<file path="src/icache_geom_pkg.sv">
////////////////////////////////////////
// Instruction cache geometry: address layout, set and
// tag widths, and the word stored in the tag array
// Imported by every block that looks at a fetch address
////////////////////////////////////////
package icache_geom_pkg;

   ////////////////////////////////////////
   // Address layout
   ////////////////////////////////////////
   localparam int unsigned FETCH_ADDR_W = 32;
   localparam int unsigned FETCH_DATA_W = 128;   // One line is one fetch word
   localparam int unsigned OFFSET_W     = 4;     // Bits 3..0
   localparam int unsigned SET_W        = 4;     // Bits 7..4
   localparam int unsigned TAG_W        = 7;     // Bits 14..8, upper bits alias
   localparam int unsigned NB_SETS      = 2 ** SET_W;

   localparam int unsigned SET_LSB = OFFSET_W;
   localparam int unsigned TAG_LSB = OFFSET_W + SET_W;

   typedef logic [FETCH_ADDR_W-1:0] fetch_addr_t;
   typedef logic [FETCH_DATA_W-1:0] line_t;
   typedef logic [SET_W-1:0]        set_idx_t;
   typedef logic [TAG_W-1:0]        tag_t;

   // One tag-array word
   typedef struct packed {
      logic valid;
      tag_t tag;
   } tag_entry_t;

   // Set index field of an address
   function automatic set_idx_t get_set(fetch_addr_t addr);
      return addr[SET_LSB +: SET_W];
   endfunction

   // Stored tag field of an address
   function automatic tag_t get_tag(fetch_addr_t addr);
      return addr[TAG_LSB +: TAG_W];
   endfunction

endpackage

</file>
<file path="src/icache_way_array.sv">
////////////////////////////////////////
// Per-way storage banks with a shared write port and a
// registered read, one word per set and way
// Serves both the tag and the data array via payload_t
////////////////////////////////////////
`timescale 1ns/1ps

module icache_way_array
   import icache_geom_pkg::*;
#(
   parameter int unsigned NB_WAYS = 4,
   parameter type         payload_t = logic
)
(
   input  logic                      clk,
   input  logic                      rst_n,
   input  logic [NB_WAYS-1:0]        req_i,     // One strobe per way
   input  logic                      we_i,
   input  set_idx_t                  idx_i,
   input  payload_t                  wdata_i,
   output payload_t [NB_WAYS-1:0]    rdata_o
);

   payload_t mem_q [NB_WAYS][NB_SETS];   // Bank per way

   // Write port, shared by all ways
   always_ff @(posedge clk)
   begin
      for (int w = 0; w < NB_WAYS; w++)
      begin
         if (req_i[w] && we_i)
            mem_q[w][idx_i] <= wdata_i;
      end
   end

   // Read word holds until the next read of that way
   always_ff @(posedge clk or negedge rst_n)
   begin
      if (!rst_n)
         rdata_o <= '0;
      else
      begin
         for (int w = 0; w < NB_WAYS; w++)
         begin
            if (req_i[w] && !we_i)
               rdata_o[w] <= mem_q[w][idx_i];
         end
      end
   end

endmodule

</file>
<file path="config.mk">
export PLATFORM = sky130hd
export DESIGN_NAME = icache_way_array
export DESIGN_NICKNAME = d
export VERILOG_FILES = /design/src/icache_geom_pkg.sv /design/src/icache_way_array.sv
export SDC_FILE = /design/constraint.sdc
export NUM_CORES = 1
export LEC_CHECK = 0
export ABC_CLOCK_PERIOD_IN_PS = 4100
export BUFFER_PORTS_ARGS = -buffer_cell sky130_fd_sc_hd__buf_2
export CORE_ASPECT_RATIO = 0.7
export CORE_MARGIN = 8
export CORE_UTILIZATION = 51
export CTS_BUF_LIST = sky130_fd_sc_hd__clkbuf_4 sky130_fd_sc_hd__clkbuf_8
export DETAILED_ROUTE_END_ITERATION = 10
export PLACE_DENSITY = 0.79
export RECOVER_POWER = 100
export SLEW_MARGIN = 20
export SYNTH_ARGS = -nofsm -noshare
export SYNTH_HDL_FRONTEND = slang
export SYNTH_SLANG_ARGS = --single-unit
</file>
<file path="constraint.sdc">
create_clock -name clk -period 4.1 [get_ports clk]
set_clock_uncertainty 0.1 [all_clocks]
set_input_delay 0.205 -clock clk [delete_from_list [all_inputs] [get_ports clk]]
set_output_delay 0.205 -clock clk [all_outputs]
set_load 0.05 [all_outputs]
</file>
==> results.toml <==
[global_routing]
grt_pass1_wl_um = 9729
grt_max_degree = 65
grt.total_usage = 0.1523
overflow = 0
antenna_found_initial = 0
grt_pass1_vias = 1870

[clock_network]
clk_latency_ns = 0.34
cts_root_buf = "clkbuf_8"
cts-buffers-inserted = 9
cts_resized = 0
clk_pin_slew_ns = 0.07
cts_buffer_depth = 2
cts_tree = "done"
h-tree-depth = 3
cts.sinks = 68

[die]
start_util = 0.5257
num_io_pins = 16
rows = 23
die-area_sq_mm = 0.008621
chipHeight_um = 80.12
die_x_um = 107.6
coreArea_sq_mm = 0.005698

[yosys]
netlist_area_sq_mm = 0.002995
syn_nets = 229
netlist_instances = 217
ys_seq_area_frac = 0.6750
synth.largest_area_cell = "edfxtp_1"
ys_types = 20
yosys.area.top_type_share = 0.6416
syn_avg_cell_area_sq_um = 13.80
ys_warn_count = 0
ys_ff_latch = 68
synthTopCellsByArea = "edfxtp_1, nor2_1, mux4_2"

[sta]
fin_tns_setup_ns = 0
whs_ns = 0.1254
max_slew_margin = -0.4881
finalMaxSlewViolations = 88
tightest_slew_ns = 2.232
min_period_ns = 2.270
fmax_ghz = 0.4405
hold_viol_final = 0
setup_ws_ns = 1.830
finalSetupViolations = 0
finalCritPeriodShare = 0.5537
grt_setup_unrepaired = "false"

[setup_path]
worstPathCellList = "clkbuf_1 > mux4_2 > and2_0 > o32a_1"
required_ns = 4.23
criticalPathCategory = "in -> reg"
worst_setup_path_start_kind = "input pin"
reg2reg_slack_ns = 2.44
critPathCaptureType = "register"
rr_endpoint = "rdata_o[3]$_DFFE_PN0P_"
worstReg2RegStart = "mem_q[3][9]$_DFFE_PP_"
arrival_ns = 2.40
slowest_stage = "clkbuf_1"
rr_worst_depth = 4
cp_max_fo = 23
slowest_delay_ns = 1.06

[drt]
drc = 0
routedWlPerCell_um = 19.18
vias = 1801
routed_wl_um = 5984
routed_via_density = 5.772
drtIter0Drc = 231
drt_pass1_iterations = 4
ant_nets = 0

[status]
violations = "max-capacitance violations, max-slew violations"
outcome = "finished with violations"

[power]
power_density_mw_per_mm2 = 421.3
power.leakage_uw = 0.001056
vdd_drop_max_v = 0.0002384

[finish]
synthToLayoutAreaGrowth_pct = 9.440
antenna_cells = 0
n_fill_cell = 486
fin_nets = 244
drive_above_1_share = 0.1477
seq_area_sq_mm = 0.002022
final_util = 0.5753
multi_input_area_sq_um = 908.4

[worst_hold_path]
hp-class = "in -> async"

[placement]
post-dp-hpwl_um = 3998
routabilityCongestion = 0.8443
port_buffers = 15
dp_slack_ns = 2.073

[job]
maxCapViolCount = 2
==> Yosys cell counts <==
library cell  count
nor2_1           70
edfxtp_1         64
nand2_1          14
mux2i_1          12
mux4_2           11
nor2b_1           8
nand3_1           7
and2_1            4
buf_2             4
clkbuf_1          4
dfrtp_1           4
o221ai_1          4
o32a_1            4
and2b_1           1
buf_1             1
buf_4             1
buf_6             1
clkbuf_4          1
mux4_1            1
nand4_1           1
==> power by group <==
group	internal, uW	switching [uW]	leakage (uW)
registers	774	6.91	0.000621
logic	35.4	84.2	0.000343
clock network	234	246	0.0000920
total	1040	338	0.00106
==> critical path, delay by kind of cell <==
| family | cells | cell delay (ns) |
|---|---|---|
| AO/OA/AOI/OAI | 1 | 0.32 |
| AND/OR/NAND/NOR | 1 | 0.17 |
| multiplexers | 1 | 0.63 |
| buffers and inverters | 1 | 1.06 |
==> logic make-up after synthesis <==
| group | Yosys count | share of synthesized area |
|---|---|---|
| AOI/OAI and AO/OA | 8 | 0.02506 |
| DFF | 68 | 0.6750 |
| muxes | 24 | 0.1316 |
| and+or+nand+nor | 105 | 0.1466 |
| buffers and inverters | 12 | 0.02172 |
==> final cells by class <==
type,count,share of cell area
Clock buffer,10,0.04198
Tap cell,75,0.02863
Clock inverter,6,0.01221
Timing Repair Buffer,16,0.02328
Multi-Input combinational cell,137,0.2771
Sequential cell,68,0.6168
==> what timing repair did <==
action | in CTS | in global routing
setup buffers | 0 | 0
hold endpoints to repair | 4 | 0
hold buffers | 1 | 0
==> metrics by stage <==
step	instances	power, uW	area (sq um)
5_1_grt	312	1435	3278
6_report	312	1381	3278
3_5_place_dp	295	915.4	3099
2_1_floorplan	217	877.4	2995
3_3_place_gp	295	912.8	3099
4_1_cts	312	1394	3287
==> metal layers <==
metal	global-route usage	vias up	wire length (um)
met1	0.2046	902	2635
met5	0	-	0
met2	0.2256	68	2713
li1	-	823	-
met3	0.05835	8	576
met4	0.04276	0	59
==> registers in the layout (all words and copies together) (netlist names) <==
| register | cells |
|---|---|
| rdata_o | 4 |
| mem_q | 64 |
==> cells in the final DEF, fill, tap and decap left out, drive strengths merged <==
cell,synthesis,routed
o32a,4,4
dfrtp,4,4
clkbuf,5,17
mux4,12,12
and2b,1,1
nand2,14,14
and2,4,4
dlygate4sd3,0,1
mux2i,12,12
buf,7,8
nand4,1,1
nand3,7,7
clkinvlp,0,1
edfxtp,64,64
nor2,70,70
nor2b,8,8
clkinv,0,5
o221ai,4,4
==> worst max path at each step <==
| stage | start | slack [ns] | to |
|---|---|---|---|
| floorplan | idx_i[3] | 2.40 | rdata_o[0]$_DFFE_PN0P_ |
| global placement | idx_i[2] | 2.10 | rdata_o[3]$_DFFE_PN0P_ |
| detailed placement | idx_i[2] | 2.07 | rdata_o[3]$_DFFE_PN0P_ |
| CTS | mem_q[1][1]$_DFFE_PP_ | 2.45 | rdata_o[1]$_DFFE_PN0P_ |
| global route | idx_i[1] | 1.68 | rdata_o[1]$_DFFE_PN0P_ |
| finish | idx_i[1] | 1.83 | rdata_o[3]$_DFFE_PN0P_ |
Power figures use the tool's default switching activity.
