[src/icache_geom_pkg.sv]
////////////////////////////////////////
// Instruction cache geometry: address layout, set and
// tag widths, and the word stored in the tag array
// Imported by every block that looks at a fetch address
////////////////////////////////////////
package icache_geom_pkg;

   ////////////////////////////////////////
   // Address layout
   ////////////////////////////////////////
   localparam int unsigned FETCH_ADDR_W = 32;
   localparam int unsigned FETCH_DATA_W = 128;   // One line is one fetch word
   localparam int unsigned OFFSET_W     = 4;     // Bits 3..0
   localparam int unsigned SET_W        = 4;     // Bits 7..4
   localparam int unsigned TAG_W        = 7;     // Bits 14..8, upper bits alias
   localparam int unsigned NB_SETS      = 2 ** SET_W;

   localparam int unsigned SET_LSB = OFFSET_W;
   localparam int unsigned TAG_LSB = OFFSET_W + SET_W;

   typedef logic [FETCH_ADDR_W-1:0] fetch_addr_t;
   typedef logic [FETCH_DATA_W-1:0] line_t;
   typedef logic [SET_W-1:0]        set_idx_t;
   typedef logic [TAG_W-1:0]        tag_t;

   // One tag-array word
   typedef struct packed {
      logic valid;
      tag_t tag;
   } tag_entry_t;

   // Set index field of an address
   function automatic set_idx_t get_set(fetch_addr_t addr);
      return addr[SET_LSB +: SET_W];
   endfunction

   // Stored tag field of an address
   function automatic tag_t get_tag(fetch_addr_t addr);
      return addr[TAG_LSB +: TAG_W];
   endfunction

endpackage

[src/icache_port_pkg.sv]
////////////////////////////////////////
// Port bundles of the instruction cache: core fetch,
// refill towards memory and statistics
////////////////////////////////////////
package icache_port_pkg;

   localparam int unsigned STAT_CNT_W = 32;

   typedef logic [STAT_CNT_W-1:0] stat_word_t;

   ////////////////////////////////////////
   // Core side and memory side
   ////////////////////////////////////////
   typedef struct packed {
      logic                        req;
      icache_geom_pkg::fetch_addr_t addr;
   } fetch_req_t;

   typedef struct packed {
      logic                  gnt;
      logic                  rvalid;
      icache_geom_pkg::line_t rdata;
   } fetch_rsp_t;

   typedef fetch_req_t refill_req_t;   // Same shape, driven by the cache
   typedef fetch_rsp_t refill_rsp_t;   // Single beat per request

   ////////////////////////////////////////
   // Statistics
   ////////////////////////////////////////
   typedef struct packed {
      logic clear;                      // Wins over enable
      logic enable;
   } stat_ctrl_t;

   typedef struct packed {
      stat_word_t trans;
      stat_word_t hit;
      stat_word_t miss;
   } stat_cnt_t;

endpackage

[src/icache_stat_counters.sv]
////////////////////////////////////////
// Statistics counters for granted fetches, hits and
// misses, with synchronous clear and count enable
////////////////////////////////////////
`timescale 1ns/1ps

module icache_stat_counters
   import icache_port_pkg::*;
(
   input  logic       clk,
   input  logic       rst_n,
   input  stat_ctrl_t stat_ctrl_i,
   input  logic       fetch_fire_i,   // Fetch accepted
   input  logic       hit_i,
   input  logic       miss_i,         // One pulse per missed fetch
   output stat_cnt_t  stat_cnt_o
);

   stat_cnt_t cnt_q;

   always_ff @(posedge clk or negedge rst_n)
   begin
      if (!rst_n)
         cnt_q <= '0;
      else if (stat_ctrl_i.clear)
         cnt_q <= '0;
      else if (stat_ctrl_i.enable)
      begin
         if (fetch_fire_i)
            cnt_q.trans <= cnt_q.trans + 1'b1;
         if (hit_i)
            cnt_q.hit <= cnt_q.hit + 1'b1;
         if (miss_i)
            cnt_q.miss <= cnt_q.miss + 1'b1;
      end
   end

   assign stat_cnt_o = cnt_q;

endmodule

[config.mk]
export PLATFORM = sky130hd
export DESIGN_NAME = icache_stat_counters
export DESIGN_NICKNAME = d
export VERILOG_FILES = /design/src/icache_geom_pkg.sv /design/src/icache_port_pkg.sv /design/src/icache_stat_counters.sv
export SDC_FILE = /design/constraint.sdc
export NUM_CORES = 1
export LEC_CHECK = 0
export ABC_AREA = 1
export BUFFER_PORTS_ARGS = -buffer_cell sky130_fd_sc_hd__buf_2
export CELL_PAD_IN_SITES_DETAIL_PLACEMENT = 2
export CELL_PAD_IN_SITES_GLOBAL_PLACEMENT = 2
export CORE_MARGIN = 4
export CORE_UTILIZATION = 31
export DETAILED_ROUTE_END_ITERATION = 16
export PLACE_DENSITY_LB_ADDON = 0.1
export SLEW_MARGIN = 20
export SYNTH_ARGS = -nofsm -noshare
export SYNTH_HDL_FRONTEND = slang
export SYNTH_SLANG_ARGS = --single-unit
[constraint.sdc]
create_clock -name clk -period 1.9 [get_ports clk]
set_input_delay 0.19 -clock clk [delete_from_list [all_inputs] [get_ports clk]]
set_output_delay 0.19 -clock clk [all_outputs]
set_load 0.01 [all_outputs]
==> run metrics <==
status completed; Final ANT Viol Nets 0; detailed placement HPWL roughly 16000 um; total congestion overflow 0; crit path capture type flop; Die ar. about 20000 um^2; Final period util approximately nine tenths; root buf cell clkbuf_16; share of layout cells above drive strength 1 ~17%; via count of the first global-routing pass about 6500; Leakage Power 3.134 nW; vias 5783; Least-Margin Pin Slew a little under 0.5 ns; Syn Inst Count between 800 and 900; Clock Latency Late Sink 0.35 ns; Max clock buf depth 2; Setup crit start kind flop; DR pass1 iterations 4; Slew HR between 60% and 70%; Port Buf Inserts roughly 100; syn_nets about 810; ant diodes 0; max-cap viol count 0; RSZ-0062 raised after global routing no; core area 17420 um^2; die height 141.6 um; DP Cell Count 1128; Worst Path Max Fanout 7; worst r2r path cells 10; async set-reset flop share out of synthesis 100.0%; yosys warns 0; Max Slew Vio Count 0; Hold Crit Depth 3; worst hold slack 0.1431 ns; final WL 20210 um; max reg flops 96; Synth-to-Final Area Change 20.23%; PwrDens between 600 and 700 nW/um^2; WL/cell ~18 um; Hold Vio Cnt, Final 0; FF+latch count, synth 96; fin cells between 1000 and 1500; Req. time, crit path ~2.1 ns; clk slew on worst S/H paths roughly 0.070 ns; CP arrival ~2.0 ns; Synth top area share approximately 43%; clk_skew approximately 0.0049 ns; Placer Congestion around 0.82; vias per inst ~5.1; Sink Count 96; Tot GR Track Use roughly a fifth; CTS tree yes; Ports between 100 and 150; initial antenna violation count 1; drc violations 0; die width approximately 140 um; drt first-iter violations 168; Synth area leaders dfrtp_1, nand2_1, nor2_1, nand3_1, a21oi_1; Yosys cell types 29; setup TNS 0 ns; fillers approximately 2100; # rows 48; EDFF count, synth 0; largest net degree at the start of global routing 45; minimum clock period around 1.7 ns; hold crit path type input port to flop; VDD IR-drop max approximately 440 uV; Mapped Area between 5000 and 6000 um^2; first-pass GRT wire length about 33000 um; fmax 577.7 MHz; ys flop type dfrtp_1; CTS Buf Count 9; average instance area after synthesis 6.896 um^2; H-tree depth 3; Setup CP Type flop to flop; Seq/Total Area, Yosys roughly 43%; Starting Density a little under a third; dominant cell type by area after synthesis dfrtp_1; Layout Nets a little over 900; final setup violating endpoints 0
## final timing paths
kind | start | to | slack, ns
min in group asynchronous | rst_n | stat_cnt_o[11] | 0.31
max in group asynchronous | rst_n | stat_cnt_o[3] | 1.01
min | fetch_fire_i | stat_cnt_o[65] | 0.14
max | stat_cnt_o[33] | stat_cnt_o[52] | 0.17
min reg2reg | stat_cnt_o[41] | stat_cnt_o[41] | 0.51
max reg2reg | stat_cnt_o[33] | stat_cnt_o[52] | 0.17
## layout by cell type, fill, tap and decap left out, drive strengths merged
cell type    instances
o21ai               26
nor2               193
and2                 1
clkbuf              15
nand3b               1
and3                 3
xnor2                1
buf                114
o21a                 4
nand2              206
nand3               79
dfrtp               96
dlygate4sd3          1
nand4                5
a31oi                1
inv                 79
nor3                18
ha                   3
a21oi               73
## where the power goes
part | switching, mW | total [mW] | internal, mW
clock | 0.797 | 1.75 | 0.957
combinational | 0.169 | 0.232 | 0.0635
sequential | 0.0166 | 2.07 | 2.06
total | 0.983 | 4.06 | 3.08
## routing by layer
metal  track usage, %  vias to the layer above  wire [um]
li1                 -                     2788          -
met2            37.87                       74      10540
met5                0                        -         13
met3            3.000                       18        672
met1            24.79                     2901       8746
met4            5.253                        2        236
## cell usage after synthesis (5+ instances only)
| master | number |
|---|---|
| nand3_1 | 75 |
| dfrtp_1 | 96 |
| nor2_2 | 5 |
| nor2_1 | 179 |
| a21oi_1 | 73 |
| inv_1 | 75 |
| nand4_1 | 5 |
| nand2_1 | 203 |
| nor2_4 | 9 |
| nor3_1 | 16 |
| o21ai_0 | 22 |
| buf_1 | 5 |
## kinds of logic after synthesis
family                     after synthesis  synth area share, %
adders and majority gates                3               0.6788
buffers and inverters                   92                6.651
and+or+nand+nor                        506                39.46
AOI/OAI and AO/OA                      104                9.616
xor gates and xnor gates                 1               0.1584
DFF                                     96                43.44
## final cells by class
cell class | instances | area (um^2) | share of cell area (%)
clock buffers | 15 | 267.8 | 4.027
inverters | 79 | 296.5 | 4.460
multi-input cells | 614 | 2763 | 41.55
flip-flops and latches | 96 | 2402 | 36.13
well taps | 225 | 281.5 | 4.234
repair buffers | 115 | 638.1 | 9.597
## per-stage QoR
stage | util [%] | power, mW | worst slack [ns] | cell area (um^2)
CTS | 38.16 | 4.134 | 0.1450 | 6646
detailed placement | 36.57 | 2.350 | 0.1536 | 6369
floorplan | - | 2.218 | 0.4366 | 5530
finish | 38.18 | 4.060 | 0.1691 | 6649
global placement | 36.57 | 2.335 | 0.2955 | 6369
global route | 38.18 | 4.247 | 0.005460 | 6649
## worst max-delay path, cell delays in order (launching register included)
cell     delay [ns]
dfrtp_1        0.43
ha_1           0.18
inv_1          0.05
nor2_1         0.25
nand2_2        0.14
nor2_4         0.23
inv_2          0.04
nor2_1         0.13
nand2_1        0.07
nand2_1        0.07
nor2_1         0.04
## timing repair
action / 4_1_cts / 5_1_grt
buffers inserted: 0 / 0
hold endpoints to repair: 24 / 0
hold buffers: 1 / 0
endpoints found under the setup margin: 0 / 2
gates resized for setup: 0 / 1
Note: power is estimated with default switching activity, not from simulation.
