### src/icache_geom_pkg.sv
////////////////////////////////////////
// Instruction cache geometry: address layout, set and
// tag widths, and the word stored in the tag array
// Imported by every block that looks at a fetch address
////////////////////////////////////////
package icache_geom_pkg;

   ////////////////////////////////////////
   // Address layout
   ////////////////////////////////////////
   localparam int unsigned FETCH_ADDR_W = 32;
   localparam int unsigned FETCH_DATA_W = 128;   // One line is one fetch word
   localparam int unsigned OFFSET_W     = 4;     // Bits 3..0
   localparam int unsigned SET_W        = 4;     // Bits 7..4
   localparam int unsigned TAG_W        = 7;     // Bits 14..8, upper bits alias
   localparam int unsigned NB_SETS      = 2 ** SET_W;

   localparam int unsigned SET_LSB = OFFSET_W;
   localparam int unsigned TAG_LSB = OFFSET_W + SET_W;

   typedef logic [FETCH_ADDR_W-1:0] fetch_addr_t;
   typedef logic [FETCH_DATA_W-1:0] line_t;
   typedef logic [SET_W-1:0]        set_idx_t;
   typedef logic [TAG_W-1:0]        tag_t;

   // One tag-array word
   typedef struct packed {
      logic valid;
      tag_t tag;
   } tag_entry_t;

   // Set index field of an address
   function automatic set_idx_t get_set(fetch_addr_t addr);
      return addr[SET_LSB +: SET_W];
   endfunction

   // Stored tag field of an address
   function automatic tag_t get_tag(fetch_addr_t addr);
      return addr[TAG_LSB +: TAG_W];
   endfunction

endpackage

### src/icache_port_pkg.sv
////////////////////////////////////////
// Port bundles of the instruction cache: core fetch,
// refill towards memory and statistics
////////////////////////////////////////
package icache_port_pkg;

   localparam int unsigned STAT_CNT_W = 32;

   typedef logic [STAT_CNT_W-1:0] stat_word_t;

   ////////////////////////////////////////
   // Core side and memory side
   ////////////////////////////////////////
   typedef struct packed {
      logic                        req;
      icache_geom_pkg::fetch_addr_t addr;
   } fetch_req_t;

   typedef struct packed {
      logic                  gnt;
      logic                  rvalid;
      icache_geom_pkg::line_t rdata;
   } fetch_rsp_t;

   typedef fetch_req_t refill_req_t;   // Same shape, driven by the cache
   typedef fetch_rsp_t refill_rsp_t;   // Single beat per request

   ////////////////////////////////////////
   // Statistics
   ////////////////////////////////////////
   typedef struct packed {
      logic clear;                      // Wins over enable
      logic enable;
   } stat_ctrl_t;

   typedef struct packed {
      stat_word_t trans;
      stat_word_t hit;
      stat_word_t miss;
   } stat_cnt_t;

endpackage

### src/icache_ctrl_fsm.sv
////////////////////////////////////////
// Cache control FSM: bypass, flushes, hit lookup and
// single-beat refill. Drives both way arrays and holds
// the registered fetch address for the tag check
////////////////////////////////////////
`timescale 1ns/1ps

module icache_ctrl_fsm
   import icache_geom_pkg::*;
   import icache_port_pkg::*;
#(
   parameter int unsigned NB_WAYS = 4
)
(
   input  logic                          clk,
   input  logic                          rst_n,
   input  fetch_req_t                    fetch_req_i,
   output fetch_rsp_t                    fetch_rsp_o,
   output refill_req_t                   refill_req_o,
   input  refill_rsp_t                   refill_rsp_i,
   input  logic                          bypass_i,
   input  logic                          flush_i,
   input  logic                          flush_set_req_i,
   input  fetch_addr_t                   flush_set_addr_i,
   output logic                          cache_is_bypassed_o,
   output logic                          cache_is_flushed_o,
   output logic                          flush_set_ack_o,
   output logic [NB_WAYS-1:0]            tag_req_o,
   output logic                          tag_we_o,
   output set_idx_t                      tag_idx_o,
   output tag_entry_t                    tag_wdata_o,
   output logic [NB_WAYS-1:0]            data_req_o,
   output logic                          data_we_o,
   output set_idx_t                      data_idx_o,
   output line_t                         data_wdata_o,
   input  line_t [NB_WAYS-1:0]           data_rdata_i,
   input  logic                          hit_i,
   input  logic [$clog2(NB_WAYS)-1:0]    hit_way_i,
   input  logic                          all_valid_i,
   input  logic [NB_WAYS-1:0]            victim_oh_i,
   output fetch_addr_t                   lookup_addr_o,
   output logic                          victim_commit_o,
   output logic                          hit_pulse_o,
   output logic                          miss_pulse_o
);

   typedef enum logic [2:0] {
      ST_DISABLED, ST_BYPASS_DLY, ST_FLUSH, ST_FLUSH_SET,
      ST_IDLE, ST_LOOKUP, ST_WAIT_REFILL
   } state_e;

   state_e             state_q, state_d;
   set_idx_t           flush_cnt_q, flush_cnt_d;
   fetch_addr_t        addr_q;
   logic [NB_WAYS-1:0] way_q;
   logic               bypass_pend_q;   // Bypass refill still in flight
   logic               miss_seen_q;
   logic               miss_now;
   logic               accept_fetch;
   logic               capture_way;
   logic               ctrl_req;
   logic               fetch_fire;

   assign ctrl_req      = bypass_i | flush_i | flush_set_req_i;
   assign fetch_fire    = fetch_req_i.req & fetch_rsp_o.gnt;
   assign lookup_addr_o = addr_q;
   assign miss_pulse_o  = miss_now & ~miss_seen_q;   // First miss cycle only

   ////////////////////////////////////////
   // Next state and array commands
   ////////////////////////////////////////
   always_comb
   begin
      state_d             = state_q;
      flush_cnt_d         = flush_cnt_q;
      accept_fetch        = 1'b0;
      capture_way         = 1'b0;
      miss_now            = 1'b0;
      hit_pulse_o         = 1'b0;
      victim_commit_o     = 1'b0;
      fetch_rsp_o.gnt     = 1'b0;
      fetch_rsp_o.rvalid  = 1'b0;
      fetch_rsp_o.rdata   = refill_rsp_i.rdata;
      refill_req_o.req    = 1'b0;
      refill_req_o.addr   = addr_q;
      tag_req_o           = '0;
      tag_we_o            = 1'b0;
      tag_idx_o           = get_set(fetch_req_i.addr);
      tag_wdata_o         = '0;                          // Invalid entry
      data_req_o          = '0;
      data_we_o           = 1'b0;
      data_idx_o          = get_set(fetch_req_i.addr);
      data_wdata_o        = refill_rsp_i.rdata;
      cache_is_bypassed_o = 1'b0;
      cache_is_flushed_o  = 1'b0;
      flush_set_ack_o     = 1'b1;

      case (state_q)
         ST_DISABLED:
         begin
            cache_is_bypassed_o = 1'b1;
            cache_is_flushed_o  = 1'b1;
            fetch_rsp_o.rvalid  = refill_rsp_i.rvalid;   // Beat goes straight through
            flush_cnt_d         = '0;
            if (bypass_i)
            begin
               fetch_rsp_o.gnt = fetch_req_i.req;
               if (fetch_req_i.req)
                  state_d = ST_BYPASS_DLY;
            end
            else if (!bypass_pend_q)
               state_d = ST_FLUSH;                      // Enable starts with a flush
         end

         ST_BYPASS_DLY:
         begin
            cache_is_bypassed_o = 1'b1;
            cache_is_flushed_o  = 1'b1;
            fetch_rsp_o.rvalid  = refill_rsp_i.rvalid;
            refill_req_o.req    = 1'b1;
            if (refill_rsp_i.gnt)
               state_d = ST_DISABLED;
         end

         ST_FLUSH:
         begin
            tag_req_o = '1;
            tag_we_o  = 1'b1;
            tag_idx_o = flush_cnt_q;
            if (&flush_cnt_q)                            // Last set
            begin
               cache_is_flushed_o = 1'b1;
               flush_cnt_d        = '0;
               state_d            = ST_IDLE;
            end
            else
               flush_cnt_d = flush_cnt_q + 1'b1;
         end

         ST_FLUSH_SET:
         begin
            tag_req_o = '1;
            tag_we_o  = 1'b1;
            tag_idx_o = get_set(flush_set_addr_i);
            state_d   = ST_IDLE;
         end

         ST_IDLE:
         begin
            flush_set_ack_o = 1'b0;
            if (bypass_i)
               state_d = ST_DISABLED;
            else if (flush_i)
               state_d = ST_FLUSH;
            else if (flush_set_req_i)
               state_d = ST_FLUSH_SET;
            else
               accept_fetch = 1'b1;
         end

         ST_LOOKUP:
         begin
            flush_set_ack_o = 1'b0;
            if (hit_i)
            begin
               hit_pulse_o        = 1'b1;
               fetch_rsp_o.rvalid = 1'b1;
               fetch_rsp_o.rdata  = data_rdata_i[hit_way_i];
               if (ctrl_req)
                  state_d = ST_IDLE;                    // Control request served from idle
               else
                  accept_fetch = 1'b1;
            end
            else
            begin
               miss_now         = 1'b1;
               refill_req_o.req = 1'b1;
               if (refill_rsp_i.gnt)
               begin
                  capture_way     = 1'b1;
                  victim_commit_o = all_valid_i;       // Random choice consumed
                  state_d         = ST_WAIT_REFILL;
               end
            end
         end

         ST_WAIT_REFILL:
         begin
            flush_set_ack_o    = 1'b0;
            fetch_rsp_o.rvalid = refill_rsp_i.rvalid;
            tag_req_o          = way_q & {NB_WAYS{refill_rsp_i.rvalid}};
            tag_we_o           = 1'b1;
            tag_idx_o          = get_set(addr_q);
            tag_wdata_o.valid  = 1'b1;
            tag_wdata_o.tag    = get_tag(addr_q);
            data_req_o         = way_q & {NB_WAYS{refill_rsp_i.rvalid}};
            data_we_o          = 1'b1;
            data_idx_o         = get_set(addr_q);
            if (refill_rsp_i.rvalid)
               state_d = ST_IDLE;
         end

         default:
            state_d = ST_DISABLED;
      endcase

      // Grant and read both arrays in the same cycle
      if (accept_fetch)
      begin
         fetch_rsp_o.gnt = fetch_req_i.req;
         tag_req_o       = {NB_WAYS{fetch_req_i.req}};
         data_req_o      = {NB_WAYS{fetch_req_i.req}};
         state_d         = fetch_req_i.req ? ST_LOOKUP : ST_IDLE;
      end
   end

   ////////////////////////////////////////
   // State registers
   ////////////////////////////////////////
   always_ff @(posedge clk or negedge rst_n)
   begin
      if (!rst_n)
      begin
         state_q       <= ST_DISABLED;
         flush_cnt_q   <= '0;
         bypass_pend_q <= 1'b0;
         miss_seen_q   <= 1'b0;
      end
      else
      begin
         state_q     <= state_d;
         flush_cnt_q <= flush_cnt_d;
         miss_seen_q <= miss_now;
         if (cache_is_bypassed_o)
         begin
            if (fetch_fire)
               bypass_pend_q <= 1'b1;
            else if (refill_rsp_i.rvalid)
               bypass_pend_q <= 1'b0;
         end
      end
   end

   // Fetch address and refill way
   always_ff @(posedge clk)
   begin
      if (fetch_fire)
         addr_q <= fetch_req_i.addr;
      if (capture_way)
         way_q <= victim_oh_i;
   end

endmodule

### config.mk
export PLATFORM = sky130hd
export DESIGN_NAME = icache_ctrl_fsm
export DESIGN_NICKNAME = d
export VERILOG_FILES = /design/src/icache_geom_pkg.sv /design/src/icache_port_pkg.sv /design/src/icache_ctrl_fsm.sv
export SDC_FILE = /design/constraint.sdc
export NUM_CORES = 1
export LEC_CHECK = 0
export CAP_MARGIN = 15
export CORE_AREA = 3 3 416 418
export DETAILED_ROUTE_END_ITERATION = 12
export DIE_AREA = 0 0 419 421
export DONT_BUFFER_PORTS = 1
export GPL_TIMING_DRIVEN = 0
export PLACE_DENSITY = 0.3
export SYNTH_ARGS = -nofsm -noshare
export SYNTH_HDL_FRONTEND = slang
export SYNTH_SLANG_ARGS = --single-unit
### constraint.sdc
create_clock -name clk -period 3.6 [get_ports clk]
set_input_delay 0.18 -clock clk [delete_from_list [all_inputs] [get_ports clk]]
set_output_delay 0.18 -clock clk [all_outputs]
set_load 0.03 [all_outputs]
==> impl_metrics.tcl <==
set metrics [dict create \
    status "completed" \
    grt_max_degree 30 \
    cpPeakStageDelay_ns 0.79 \
    portBuffers 0 \
    clock_tree.root_cell "clkbuf_16" \
    dpl.hpwl_um 88100 \
    tns_ns 0 \
    routedWlPerCell_um 31.9 \
    rows 151 \
    rsz0062_at_grt "false" \
    synth_edf_count 36 \
    crit_path_end_kind "output port" \
    fp.coreArea_mm2 0.169 \
    r2r_slack_ns 1.24 \
    h-tree-depth 2 \
    die_y_um 421 \
    nFillCells 19600 \
    relSlewSlack 0.311 \
    grt_pass1_wl_um 110000 \
    p_per_area_mw_per_mm2 329 \
    yosys.area.top_type "mux4_2" \
    cp.required_ns 3.42 \
    crit_path_cell_trace "nor2b_1 > or4_4 > nor2_1 > nor2_1 > nor2_1" \
    cpMostUsedCell "nor2_1" \
    vias 7435 \
    ir_drop_v 0.000323 \
    crit_buf_inv 0 \
    synth_cells 627 \
    synth_nets 1348 \
    start_util 0.0496 \
    p_comb_frac 0.640 \
    synth_area_leaders "mux4_2 (34%), mux2_4 (18%), buf_4 (16%)" \
    cts_sinks 45 \
    avgViaCountPerCell 2.51 \
    ys_seq_elements 45 \
    crit_type "reg -> out" \
    final_cells 2963 \
    antenna_left 0 \
    min_path_type "in -> reg" \
    die-area_mm2 0.176 \
    gp_congestion 1.11 \
    place_inst 2847 \
    area_growth_pct 42.3 \
    maxSlewViolCount 0 \
    internal_power_w 0.00184 \
    cp_top_family "simple AND/OR/NAND/NOR gates" \
    p_leak_nw 3.63 \
    min_period_over_period 0.789 \
    synth_commonest_cells "buf_4 (174), mux4_2 (128), mux2_4 (100)" \
    finClkSkew_ns 0.00830 \
    first_pass_iters 5 \
    gr-total-overflow 0 \
    cp_slowest_cell "nor2_1" \
    synth_top_area_share 0.343 \
    yosysMostFrequentCell "buf_4" \
    netSwitchingPower_w 0.00210 \
    setup_viol 0 \
    wl_um 94500 \
    post-route-drc-count 0 \
    synth_cell_type_count 41 \
    yosys_warnings 0 \
    antenna_found_initial 103 \
    critPathArrivalTime_ns 2.66 \
    fin_crit_ns 2.84 \
    finalHoldViolations 0 \
    worst_pin_slew_ns 1.03 \
    cts_buffers 5 \
    netSwitchingFraction 0.533 \
    clk_latency_ns 0.30 \
    synth_ff_type "edfxtp_1" \
    clockBufferDepth 2 \
    synthArstFlopShare 0.200 \
    die_w_um 419 \
    grt_pass1_vias 7411 \
    synth_area_mm2 0.00840 \
    maxCapViolCount 0 \
    startpoint_type "flop" \
    yosysSeqAreaShare 0.155 \
    path_max_fanout 9 \
    clkPwrFrac 0.145 \
    io_pins 1075 \
    track_usage 0.0997 \
    drive_gt1_frac 0.712 \
    fin_nets 1396 \
    cts_tree "built" \
    post_cts_resized 0 \
    drtIter0Drc 658 \
    synth.avg_cell_area_um2 13.4 \
    power.share.sequential 0.215 \
    clkTransAtPathRegs_ns 0.08 \
    fmax_ghz 0.352 \
]
-- stage by stage --
stage          power, W  hold slack [ns]    util  area (µm²)  setup WS, ns
3_5_place_dp    0.00338           -0.114  0.0662       11200         0.836
6_report        0.00394            0.150  0.0705       12000         0.758
5_1_grt         0.00412            0.197  0.0703       11900         0.606
3_3_place_gp    0.00338           -0.114  0.0659       11200        -0.617
4_1_cts         0.00401            0.124  0.0695       11800         0.600
2_1_floorplan   0.00273           -0.116       -        8400         0.542
-- sequential cells by signal, summed over array words and instances (netlist names) --
register,flops
way_q,4
lookup_addr_o,32
bypass_pend_q,1
miss_seen_q,1
flush_cnt_q,4
state_q,3
-- layout by cell type (no fill, tap or decap), types with 11 or more instances in the layout --
master	netlist	final
mux2_2	34	34
buf_4	174	174
diode_2	0	69
mux2_4	100	100
buf_2	11	11
nand2_1	22	22
dlygate4sd3_1	0	39
mux4_2	128	128
buf_12	11	12
edfxtp_1	36	36
clkbuf_1	14	14
-- kinds of logic after synthesis --
logic type	after synthesis	synth area share
flops	45	0.155
buf+inv	216	0.198
simple gates	71	0.0466
mux	266	0.572
compound gates	28	0.0261
fa+ha+maj	1	0.00149
-- power groups by stage --
stage / registers [W] / clock network, W / logic, W
after detailed placement: 0.000859 / 0 / 0.00252
after global placement: 0.000871 / 0 / 0.00251
final: 0.000847 / 0.000570 / 0.00252
after CTS: 0.000853 / 0.000595 / 0.00256
after floorplan: 0.000805 / 0 / 0.00192
after global routing: 0.000863 / 0.000612 / 0.00265
-- final cells by class --
class	count	area, µm²	share of cell area
Timing Repair Buffer	41	425	0.0356
Sequential cell	45	1310	0.109
Inverter	3	11.3	0.000942
Tap cell	2218	2780	0.232
Multi-Input combinational cell	366	5440	0.455
Clock inverter	3	43.8	0.00366
Clock buffer	5	125	0.0105
Buffer	213	1650	0.138
Antenna cell	69	173	0.0144
-- what timing repair did --
| action | in CTS | in global routing |
|---|---|---|
| hold endpoints to repair | 47 | 0 |
| setup buffers | 0 | 0 |
| hold buffers | 39 | 0 |
-- path summary, 6_finish.rpt --
check,from,to,depth (start not counted)
min in group asynchronous,rst_n,flush_cnt_q[3],1
setup reg to reg,state_q[0],lookup_addr_o[15],6
hold reg to reg,bypass_pend_q,bypass_pend_q,1
hold / removal,bypass_i,state_q[1],3
setup / recovery,state_q[0],fetch_rsp_o[129],5
max in group asynchronous,rst_n,state_q[2],1
-- tightest hold or removal path: stages --
cell	delay [ns]
nor3_1	0.03
nor3_1	0.14
nor3_1	0.07
-- per-layer routing --
metal / up-vias / global-route usage / share of wire
met5: - / 0.0268 / 0.0054
met4: 48 / 0.0266 / 0.025
met3: 188 / 0.0621 / 0.14
met2: 878 / 0.184 / 0.53
met1: 3831 / 0.0883 / 0.30
li1: 2490 / - / -
Note: power is estimated with default switching activity, not from simulation.
