`src/icache_geom_pkg.sv`:
```
////////////////////////////////////////
// Instruction cache geometry: address layout, set and
// tag widths, and the word stored in the tag array
// Imported by every block that looks at a fetch address
////////////////////////////////////////
package icache_geom_pkg;

   ////////////////////////////////////////
   // Address layout
   ////////////////////////////////////////
   localparam int unsigned FETCH_ADDR_W = 32;
   localparam int unsigned FETCH_DATA_W = 128;   // One line is one fetch word
   localparam int unsigned OFFSET_W     = 4;     // Bits 3..0
   localparam int unsigned SET_W        = 4;     // Bits 7..4
   localparam int unsigned TAG_W        = 7;     // Bits 14..8, upper bits alias
   localparam int unsigned NB_SETS      = 2 ** SET_W;

   localparam int unsigned SET_LSB = OFFSET_W;
   localparam int unsigned TAG_LSB = OFFSET_W + SET_W;

   typedef logic [FETCH_ADDR_W-1:0] fetch_addr_t;
   typedef logic [FETCH_DATA_W-1:0] line_t;
   typedef logic [SET_W-1:0]        set_idx_t;
   typedef logic [TAG_W-1:0]        tag_t;

   // One tag-array word
   typedef struct packed {
      logic valid;
      tag_t tag;
   } tag_entry_t;

   // Set index field of an address
   function automatic set_idx_t get_set(fetch_addr_t addr);
      return addr[SET_LSB +: SET_W];
   endfunction

   // Stored tag field of an address
   function automatic tag_t get_tag(fetch_addr_t addr);
      return addr[TAG_LSB +: TAG_W];
   endfunction

endpackage

```
`src/icache_tag_check.sv`:
```
////////////////////////////////////////
// Tag compare across all ways of the looked-up set
// Gives the hit way and the refill victim, either the
// highest free way or a pseudo-random one from an LFSR
////////////////////////////////////////
`timescale 1ns/1ps

module icache_tag_check
   import icache_geom_pkg::*;
#(
   parameter int unsigned NB_WAYS   = 4,
   parameter logic [7:0]  LFSR_SEED = 8'hA5
)
(
   input  logic                          clk,
   input  logic                          rst_n,
   input  tag_entry_t [NB_WAYS-1:0]      tag_rdata_i,
   input  fetch_addr_t                   lookup_addr_i,
   input  logic                          victim_commit_i,
   output logic                          hit_o,
   output logic [$clog2(NB_WAYS)-1:0]    hit_way_o,
   output logic                          all_valid_o,
   output logic [NB_WAYS-1:0]            victim_oh_o
);

   localparam int unsigned WAY_W = $clog2(NB_WAYS);

   logic [NB_WAYS-1:0] way_valid;
   logic [NB_WAYS-1:0] way_match;
   logic [NB_WAYS-1:0] free_oh;
   logic [NB_WAYS-1:0] rand_oh;
   logic [7:0]         lfsr_q;

   ////////////////////////////////////////
   // Compare
   ////////////////////////////////////////
   always_comb
   begin
      for (int w = 0; w < NB_WAYS; w++)
      begin
         way_valid[w] = tag_rdata_i[w].valid;
         way_match[w] = tag_rdata_i[w].valid &&
                        (tag_rdata_i[w].tag == get_tag(lookup_addr_i));
      end
   end

   assign hit_o       = |way_match;
   assign all_valid_o = &way_valid;

   // Highest matching way and highest free way
   always_comb
   begin
      hit_way_o = '0;
      free_oh   = '0;
      for (int w = 0; w < NB_WAYS; w++)
      begin
         if (way_match[w])
            hit_way_o = WAY_W'(w);
         if (!way_valid[w])
         begin
            free_oh    = '0;
            free_oh[w] = 1'b1;
         end
      end
   end

   ////////////////////////////////////////
   // Replacement LFSR
   ////////////////////////////////////////
   always_ff @(posedge clk or negedge rst_n)
   begin
      if (!rst_n)
         lfsr_q <= LFSR_SEED;
      else if (victim_commit_i)    // x^8 + x^6 + x^5 + x^4 + 1
         lfsr_q <= {lfsr_q[6:0], lfsr_q[7] ^ lfsr_q[5] ^ lfsr_q[4] ^ lfsr_q[3]};
   end

   always_comb
   begin
      rand_oh = '0;
      rand_oh[lfsr_q[WAY_W-1:0]] = 1'b1;
   end

   assign victim_oh_o = all_valid_o ? rand_oh : free_oh;

endmodule

```
`config.mk`:
```
export PLATFORM = sky130hd
export DESIGN_NAME = icache_tag_check
export DESIGN_NICKNAME = d
export VERILOG_FILES = /design/src/icache_geom_pkg.sv /design/src/icache_tag_check.sv
export SDC_FILE = /design/constraint.sdc
export NUM_CORES = 1
export LEC_CHECK = 0
export ABC_AREA = 1
export BUFFER_PORTS_ARGS = -buffer_cell sky130_fd_sc_hd__buf_2
export CORE_MARGIN = 4
export CORE_UTILIZATION = 39
export DETAILED_ROUTE_END_ITERATION = 6
export GPL_TIMING_DRIVEN = 0
export PLACE_DENSITY = 0.8
export SETUP_SLACK_MARGIN = 0.05
export SYNTH_ARGS = -nofsm -noshare
export SYNTH_HDL_FRONTEND = slang
export SYNTH_SLANG_ARGS = --single-unit
```
`constraint.sdc`:
```
create_clock -name clk -period 1.9 [get_ports clk]
set_clock_uncertainty 0.15 [all_clocks]
set_input_delay 0.57 -clock clk [delete_from_list [all_inputs] [get_ports clk]]
set_output_delay 0.57 -clock clk [all_outputs]
set_load 0.02 [all_outputs]
```
==> results of run 1 <==
## cells by family after synthesis
group | count (synthesis) | share of synthesized area
xor+xnor | 2 | 0.0183
flops | 8 | 0.214
compound gates | 17 | 0.0993
simple gates | 122 | 0.502
buf+inv | 42 | 0.166
## power by group
group	internal (uW)	total, uW	switching, uW
logic	176	374	199
clock network	72.1	127	54.6
registers	224	252	27.8
## critical path: cells and delay by family
family                 cells  cell delay [ns]
buffers and inverters      3             0.25
AND/OR/NAND/NOR            7             0.55
## layer usage
metal | vias to the layer above | global-route usage
met5 | - | 0
met4 | 0 | 0.0430
met3 | 6 | 0.0407
met2 | 48 | 0.285
met1 | 546 | 0.227
li1 | 690 | -
## final cells by class
class | instances | area share
sequential | 8 | 0.128
inverter | 41 | 0.112
buffer | 1 | 0.00312
timing repair buffer | 59 | 0.301
multi-input combinational | 141 | 0.420
tap | 28 | 0.0219
clock buffer | 3 | 0.0141
## cells in the final DEF (no fill, tap or decap), drive strengths merged
| cell type | synthesis | layout |
|---|---|---|
| nand2 | 88 | 88 |
| buf | 1 | 59 |
| inv | 41 | 41 |
| nor2 | 29 | 29 |
| o21ai | 10 | 10 |
| dfstp | 4 | 4 |
| dfrtp | 4 | 4 |
| a21oi | 4 | 4 |
| clkbuf | 0 | 3 |
| nand4 | 2 | 2 |
| o32ai | 2 | 2 |
| nand3 | 2 | 2 |
| xor2 | 2 | 2 |
| o31ai | 1 | 1 |
| or2 | 1 | 1 |
| dlygate4sd3 | 0 | 1 |
## worst min-delay path by stage
stage	from	depth (start not counted)	slack [ns]	endpoint
5_1_grt	lfsr_q[6]	2	0.36	lfsr_q[7]
3_5_place_dp	rst_n	1	0.27	lfsr_q[4]
3_3_place_gp	rst_n	1	0.26	lfsr_q[4]
6_report	lfsr_q[6]	2	0.33	lfsr_q[7]
4_1_cts	lfsr_q[6]	2	0.33	lfsr_q[7]
2_1_floorplan	rst_n	0	0.12	lfsr_q[1]
## per-stage QoR
stage	total power, uW	TNS, ns	setup slack, ns	instances	cell area [sq um]
after floorplan	420	0	0.00114	191	987
after global placement	519	-1.33	-0.276	268	1270
after detailed placement	528	-1.50	-0.276	268	1270
after CTS	718	-0.855	-0.165	278	1520
after global routing	814	-1.54	-0.282	281	1600
final	753	-1.00	-0.199	281	1600
## what timing repair did
action | CTS | global route
gates cloned | 0 | 0
endpoints found under the setup margin | 8 | 8
endpoints found under the hold margin | 2 | 0
hold buffers | 1 | 0
pin swaps | 22 | 13
buffers inserted | 6 | 4
gates resized for setup | 64 | 19
==> metrics.md, run 1 <==
| Metric | Value |
|---|---|
| Outcome | `finished with violations` |
| Violated checks | `setup timing` |
| Routed Antenna Nets | `0` |
| Layout cells sized above 1 | `0.435` |
| Max stage delay on crit path | `0.14 ns` |
| FFs w/ async S/R, synth | `1.00` |
| Post-synth top flop | `dfstp_2` |
| Number of synthesized flops with an enable pin | `0` |
| CTS max path bufs | `2` |
| Starting DRT DRC Count | `37` |
| H-tree depth | `1` |
| Cell row count | `17` |
| # fillers | `208` |
| RR Startpoint | `lfsr_q[5]` |
| Worst min-delay path class | `register to register` |
| List of cells traversed by the critical path | `buf_2 > inv_1 > nand2_1 > nand2_1 > nor2_2 > nand2_1 > nor2_2 > nor2_2 > nand2_2 > buf_6` |
| Min Tclk post-route | `2.10 ns` |
| CP Max Fanout | `2` |
| DP HPWL | `2190 um` |
| Synth unique cells | `17` |
| Top-count cell post-synth | `nand2_1` |
| Critical Path RT | `1.18 ns` |
| WL/cell | `10.8 um` |
| RSZ-0062 raised after global routing | `true` |
| First-pass GRT wire length | `4640 um` |
| CTS buffer count | `3` |
| Initial core utilization | `0.421` |
| Vias in the first global route | `1119` |
| CTS tree | `done` |
| Global Route Usage Sum | `0.173` |
| Synthesis-to-layout area growth | `67.3%` |
| DR WL met3 | `225 um` |
| Flip-flop count of the largest register after layout | `8` |
| DR top layer | `met4` |
| Clock slew at reported path FFs | `0.05 ns` |
| Post-synth design cell area | `957 sq um` |
| Final Cycle Share | `1.10` |
| DR vias | `1290` |
| # IOs | `75` |
| Clock Sinks | `8` |
| Synth cell count leaders | `nand2_1, inv_1, nor2_1` |
| Slew Limit Fails | `0` |
| Reg area | `205 sq um` |
| Max cap viols | `0` |
| Remaining DRCs | `0` |
| Die X-Extent | `57.5 um` |
| Avg Cell Area, Syn | `5.01 sq um` |
| Fin worst setup slack | `-0.199 ns` |
| Most flop-heavy register | `lfsr_q` |
| Crit. End Element | `output pin` |
| Hold Slack | `0.331 ns` |
| Pwr/cell area | `470 nW/um^2` |
| Routed metal-1 wire length | `1280 um` |
| Critical Path Slowest Stage Cell | `nor2_2` |
| Placer congestion estimate | `0.859` |
| Post-Route Utilization | `0.704` |
| Synthesis Warnings | `0` |
| Reg-to-Reg End | `lfsr_q[0]` |
| Hold Violations, Final | `0` |
| Die height | `57.5 um` |
| Detailed Route WL | `3040 um` |
| Max Clock Freq | `0.476 GHz` |
| CP Launch Type | `primary input` |
| Maximum vdd drop | `0.000467 V` |
| Vias per Instance | `4.59` |
| Multi-input logic area | `673 sq um` |
| Port buffer count | `49` |
| Biggest regs | `lfsr_q: 8 flops` |
| Cells on worst reg2reg path | `4` |
| Yosys top cell by area | `nand2_1` |
| Antenna cell count | `0` |
| Core region area | `2280 sq um` |
| R2r setup slk | `0.59 ns` |
| Root buf cell | `clkbuf_4` |
| Lkg Pwr | `0.000946 uW` |
| Net count, final | `322` |
| Die area | `3310 sq um` |
| Post-synth top area share | `0.345` |
| Final setup violation count | `7` |
| Largest net degree at the start of global routing | `11` |
| Largest cells by area after synthesis | `nand2_1, inv_1, dfstp_2, dfrtp_1, nor2_1` |
| Pre-Repair DR Iteration Count | `4` |
| Worst-margin pin slew | `0.199 ns` |
| Setup Crit Path Kind | `primary input to output pin` |
| Congestion Overflow GR | `0` |
| Syn_nets | `258` |
| Cells after Synth | `191` |
| Crit path from | `tag_rdata_i[21]` |
| Worst EP arrival | `1.38 ns` |
| Number of antenna violations at the first check in global routing | `0` |
| Clock latency on the worst-skew pair | `0.25 ns` |
| DR WL met2 | `1490 um` |
| #FFs+latches synth | `8` |
| Sequential share of the synthesized area | `0.214` |
| Max-slew headroom at the worst pin | `0.866` |
| Worst setup path end | `hit_o` |
(Power assumes the default switching activity.)
==> inputs of run 2 (changes only) <==
- GPL_TIMING_DRIVEN: 0 -> not set
==> run 2 against run 1 <==
The run still ends with setup timing left. Power up 1.2%. Cell count down 0.71%. Sequential cell count unchanged. Die area unchanged. Worst hold slack worse by 0.0028 ns.
==> metrics.md, run 2 (synthesis gave the netlist of run 1 again) <==
| Metric | Value |
|---|---|
| RSZ-0062 raised after global routing | `true` |
| Initial core utilization | `0.421` |
| Pre-Repair DR Iteration Count | `4` |
| WL/cell | `10.8 um` |
| Clock latency on the worst-skew pair | `0.26 ns` |
| H-tree depth | `1` |
| Max-slew headroom at the worst pin | `0.815` |
| Cell row count | `17` |
| Clk pwr share | `0.190` |
| Post-route cell area | `1620 sq um` |
| Post-Route Setup TNS | `-1.32 ns` |
| Violated checks | `setup timing` |
| Outcome | `finished with violations` |
| RR Startpoint | `lfsr_q[5]` |
| CP Launch Type | `primary input` |
| Fin worst setup slack | `-0.255 ns` |
| P_int | `477 uW` |
| Final std cells w/o fill | `279` |
| Commonest non-fill, non-tap cell in the layout | `nand2_1` |
| Final setup violation count | `7` |
| Clock Sinks | `8` |
| PnR Total Power | `761 uW` |
| Reg area | `205 sq um` |
| Most flop-heavy register | `lfsr_q` |
| Largest net degree at the start of global routing | `17` |
| Worst setup path end | `hit_o` |
| Pwr/cell area | `470 nW/um^2` |
| Die height | `57.5 um` |
| Max Clock Freq | `0.464 GHz` |
| Min Tclk post-route | `2.16 ns` |
| Root buf cell | `clkbuf_4` |
| Crit path from | `tag_rdata_i[25]` |
| List of cells traversed by the critical path | `buf_6 > inv_2 > nand2_2 > nand2_2 > nor2_2 > nand2_1 > nor2_2 > nor2_2 > nand2_2 > buf_6` |
| Maximum vdd drop | `0.000521 V` |
| Detailed Route WL | `3000 um` |
| CTS max path bufs | `2` |
| Worst EP arrival | `1.44 ns` |
| Multi-input logic area | `689 sq um` |
| Critical path depth in cells | `10` |
| WHS Path Cells | `2` |
| Die area | `3310 sq um` |
| Starting DRT DRC Count | `26` |
| Critical Path Slowest Stage Cell | `nor2_2` |
| First-pass GRT wire length | `4530 um` |
| Reg-to-Reg End | `lfsr_q[0]` |
| Clock slew at reported path FFs | `0.06 ns` |
| Core region area | `2280 sq um` |
| Die X-Extent | `57.5 um` |
| R2r setup slk | `0.60 ns` |
| CTS buffer count | `3` |
| Max stage delay on crit path | `0.17 ns` |
| Dpl cells | `271` |
| CP Max Fanout | `2` |
| # IOs | `75` |
| Placement Setup Slack | `-0.283 ns` |
| CTS tree | `done` |
| Worst min-delay path class | `register to register` |
| Remaining DRCs | `0` |
| Worst-margin pin slew | `0.277 ns` |
| Placed cell area | `1290 sq um` |
| Number of antenna violations at the first check in global routing | `0` |
| Synthesis-to-layout area growth | `69.4%` |
| Placer congestion estimate | `0.890` |
| Final Cycle Share | `1.13` |
| Antenna cell count | `0` |
| Cells on worst reg2reg path | `4` |
| Setup Crit Path Kind | `primary input to output pin` |
| Net count, final | `319` |
| Slew Limit Fails | `0` |
| Crit. End Element | `output pin` |
| Biggest regs | `lfsr_q: 8 flops` |
| Comb pwr share | `0.480` |
| Critical Path RT | `1.18 ns` |
| Psw | `285 uW` |
| DR vias | `1270` |
| Flip-flop count of the largest register after layout | `8` |
| # fillers | `192` |
| Worst path top cell family by delay | `simple AND/OR/NAND/NOR gates` |
| Vias per Instance | `4.55` |
| Lkg Pwr | `0.000946 uW` |
| Seq pwr share | `0.331` |
| Hold Violations, Final | `0` |
| Sw frac | `0.374` |
| Vias in the first global route | `1123` |
| Port buffer count | `49` |
| CP bufs+invs | `3` |
| Routed Antenna Nets | `0` |
| Global Route Usage Sum | `0.166` |
| DP HPWL | `2060 um` |
| Layout cells sized above 1 | `0.446` |
| Most frequent cells in the layout | `nand2_1, inv_1, buf_2, nor2_1` |
| Max cap viols | `0` |
| Congestion Overflow GR | `0` |
run 2: area by class of cell:
type	instances	share of cell area
Multi-Input combinational cell	141	0.425
Timing Repair Buffer	57	0.299
Sequential cell	8	0.127
Inverter	41	0.112
Tap cell	28	0.0216
Clock buffer	4	0.0162
run 2: worst register-to-register path, stage by stage (launching register included):
cell and delay [ns]:
dfstp_2 0.55, xor2_1 0.09, or2_2 0.30, nand3_1 0.06, o21ai_0 0.07
run 2: what timing repair did:
item                                    in CTS  in global routing
setup buffers                                1                  3
pin swaps                                   20                 32
hold buffers                                 1                  0
endpoints found under the setup margin       8                  8
gates resized for setup                     48                 42
hold endpoints to repair                     4                  0
run 2: routing by layer:
metal	vias up	wire (um)	global-route usage	part of all wire
met3	6	242	0.0385	0.081
met2	51	1440	0.260	0.48
li1	687	-	-	-
met1	526	1270	0.229	0.42
met4	0	56	0.0430	0.019
met5	-	0	0	0
run 2: worst min-delay path by stage:
stage               slack [ns]      start   endpoint
floorplan                 0.12      rst_n  lfsr_q[1]
global placement          0.27      rst_n  lfsr_q[4]
detailed placement        0.27      rst_n  lfsr_q[4]
CTS                       0.34  lfsr_q[6]  lfsr_q[7]
global route              0.36  lfsr_q[2]  lfsr_q[2]
finish                    0.33  lfsr_q[6]  lfsr_q[7]
run 2: power groups by stage:
stage	clock network, uW	logic [uW]	registers [uW]
6_report	144	365	252
5_1_grt	162	412	257
4_1_cts	145	322	252
3_5_place_dp	0	270	255
3_3_place_gp	0	268	254
2_1_floorplan	0	172	248
run 2: stage by stage:
step	hold slack [ns]	util
after global placement	0.265	0.568
after CTS	0.339	0.647
after detailed placement	0.265	0.568
after floorplan	0.124	-
after global routing	0.361	0.712
final	0.329	0.712
==> inputs of run 3 (changes only) <==
- SKIP_LAST_GASP: not set -> 1
==> run 3 against run 2 <==
The run still ends with setup timing left. Die area did not move. Clock power hardly changed. Sequential cell count unchanged. Worst setup slack about the same. Routed wire length about the same. Sequential power is essentially flat. Utilization fell by 0.11 points. Critical path depth is the same. Global-route usage is the same. Non-clock buffer count stayed put. Worst hold slack about the same. Largest cell class unchanged. Largest power group unchanged.
==> metrics.md, run 3 (synthesis gave the netlist of run 1 again) <==
| Metric | Value |
|---|---|
| Fin worst setup slack | `-0.255 ns` |
| Pre-Repair DR Iteration Count | `4` |
| Crit. End Element | `output pin` |
| CTS tree | `done` |
| Most flop-heavy register | `lfsr_q` |
| Critical Path RT | `1.18 ns` |
| Vias per Instance | `4.56` |
| Reg area | `205 sq um` |
| Slew Limit Fails | `0` |
| Max cap viols | `0` |
| Placed cell area | `1290 sq um` |
| Setup Crit Path Kind | `primary input to output pin` |
| Net count, final | `319` |
| # fillers | `193` |
| WL/cell | `10.8 um` |
| Starting DRT DRC Count | `26` |
| Commonest non-fill, non-tap cell in the layout | `nand2_1` |
| Most frequent cells in the layout | `nand2_1, inv_1, buf_2, nor2_1, buf_6` |
| Initial core utilization | `0.421` |
| H-tree depth | `1` |
| First-pass GRT wire length | `4530 um` |
| DR vias | `1271` |
| Post-Route Utilization | `0.711` |
| RSZ-0062 raised after global routing | `true` |
| CP Max Fanout | `2` |
| Outcome | `finished with violations` |
| Global Route Usage Sum | `0.166` |
| Worst min-delay path class | `register to register` |
| Synthesis-to-layout area growth | `69.2%` |
| Root buf cell | `clkbuf_4` |
| Core region area | `2280 sq um` |
| Detailed Route WL | `3010 um` |
| Cell row count | `17` |
| Multi-input logic area | `687 sq um` |
| Congestion Overflow GR | `0` |
| Worst EP arrival | `1.44 ns` |
| Vias in the first global route | `1123` |
| Final setup violation count | `7` |
| Largest net degree at the start of global routing | `17` |
| Die X-Extent | `57.5 um` |
| Max-slew headroom at the worst pin | `0.815` |
| Final Cycle Share | `1.13` |
| Die area | `3310 sq um` |
| DP HPWL | `2060 um` |
| Lkg Pwr | `0.000947 uW` |
| Biggest regs | `lfsr_q: 8 flops` |
| Worst-margin pin slew | `0.277 ns` |
| Hold Violations, Final | `0` |
| Flip-flop count of the largest register after layout | `8` |
| Layout cells sized above 1 | `0.442` |
| Remaining DRCs | `0` |
| PnR Total Power | `761 uW` |
| Min Tclk post-route | `2.16 ns` |
| Clock slew at reported path FFs | `0.06 ns` |
| Violated checks | `setup timing` |
| Placer congestion estimate | `0.890` |
| Max Clock Freq | `0.464 GHz` |
| Clock Sinks | `8` |
| Post-route cell area | `1620 sq um` |
| Die height | `57.5 um` |
| CTS max path bufs | `2` |
| # IOs | `75` |
| Antenna cell count | `0` |
| Number of antenna violations at the first check in global routing | `0` |
| Pwr/cell area | `470 nW/um^2` |
| Routed Antenna Nets | `0` |
| Maximum vdd drop | `0.000521 V` |
| CP Launch Type | `primary input` |
| CTS buffer count | `3` |
| Clock latency on the worst-skew pair | `0.26 ns` |
| Port buffer count | `49` |
| Post-Route Setup TNS | `-1.32 ns` |
run 3: final timing paths:
| check | startpoint | to | slack (ns) | cells past startpoint |
|---|---|---|---|---|
| hold reg to reg | lfsr_q[6] | lfsr_q[7] | 0.33 | 2 |
| min in group asynchronous | rst_n | lfsr_q[1] | 0.51 | 2 |
| setup / recovery | tag_rdata_i[25] | hit_o | -0.26 | 10 |
| setup reg to reg | lfsr_q[5] | lfsr_q[0] | 0.60 | 4 |
| hold / removal | lfsr_q[6] | lfsr_q[7] | 0.33 | 2 |
| max in group asynchronous | rst_n | lfsr_q[5] | 0.86 | 2 |
run 3: repair_timing:
item,CTS,global route
pin swaps,20,32
setup endpoints to repair,8,8
buffers inserted,1,3
hold buffers,1,0
resized for setup,48,41
endpoints found under the hold margin,4,0
run 3: area by class of cell:
class	count	share of cell area
Clock buffer	4	0.0162
Inverter	41	0.112
Multi-Input combinational cell	141	0.424
Sequential cell	8	0.127
Tap cell	28	0.0216
Timing Repair Buffer	57	0.299
run 3: report_power, final:
part	switching (uW)	leakage [uW]	total [uW]	internal (uW)
logic	193	0.000841	365	172
clock network	63.6	0.0000150	144	80.7
registers	28.3	0.0000904	252	224
total	285	0.000947	761	476
run 3: critical path, cell delays in order:
cell and delay, ns:
buf_6 0.09, inv_2 0.06, nand2_2 0.06, nand2_2 0.07, nor2_2 0.04, nand2_1 0.08, nor2_2 0.06, nor2_2 0.17
nand2_2 0.09, buf_6 0.14
run 3: per-stage QoR:
stage / hold slack (ns) / std cells / setup slack (ns)
3_3_place_gp: 0.265 / 271 / -0.271
3_5_place_dp: 0.265 / 271 / -0.283
5_1_grt: 0.361 / 279 / -0.287
4_1_cts: 0.339 / 277 / -0.171
6_report: 0.329 / 279 / -0.255
2_1_floorplan: 0.124 / 191 / 0.00114
run 3: layer usage:
layer,share of wire,track usage
met1,0.42,0.229
met2,0.48,0.260
met3,0.081,0.0385
met4,0.019,0.0430
met5,0,0
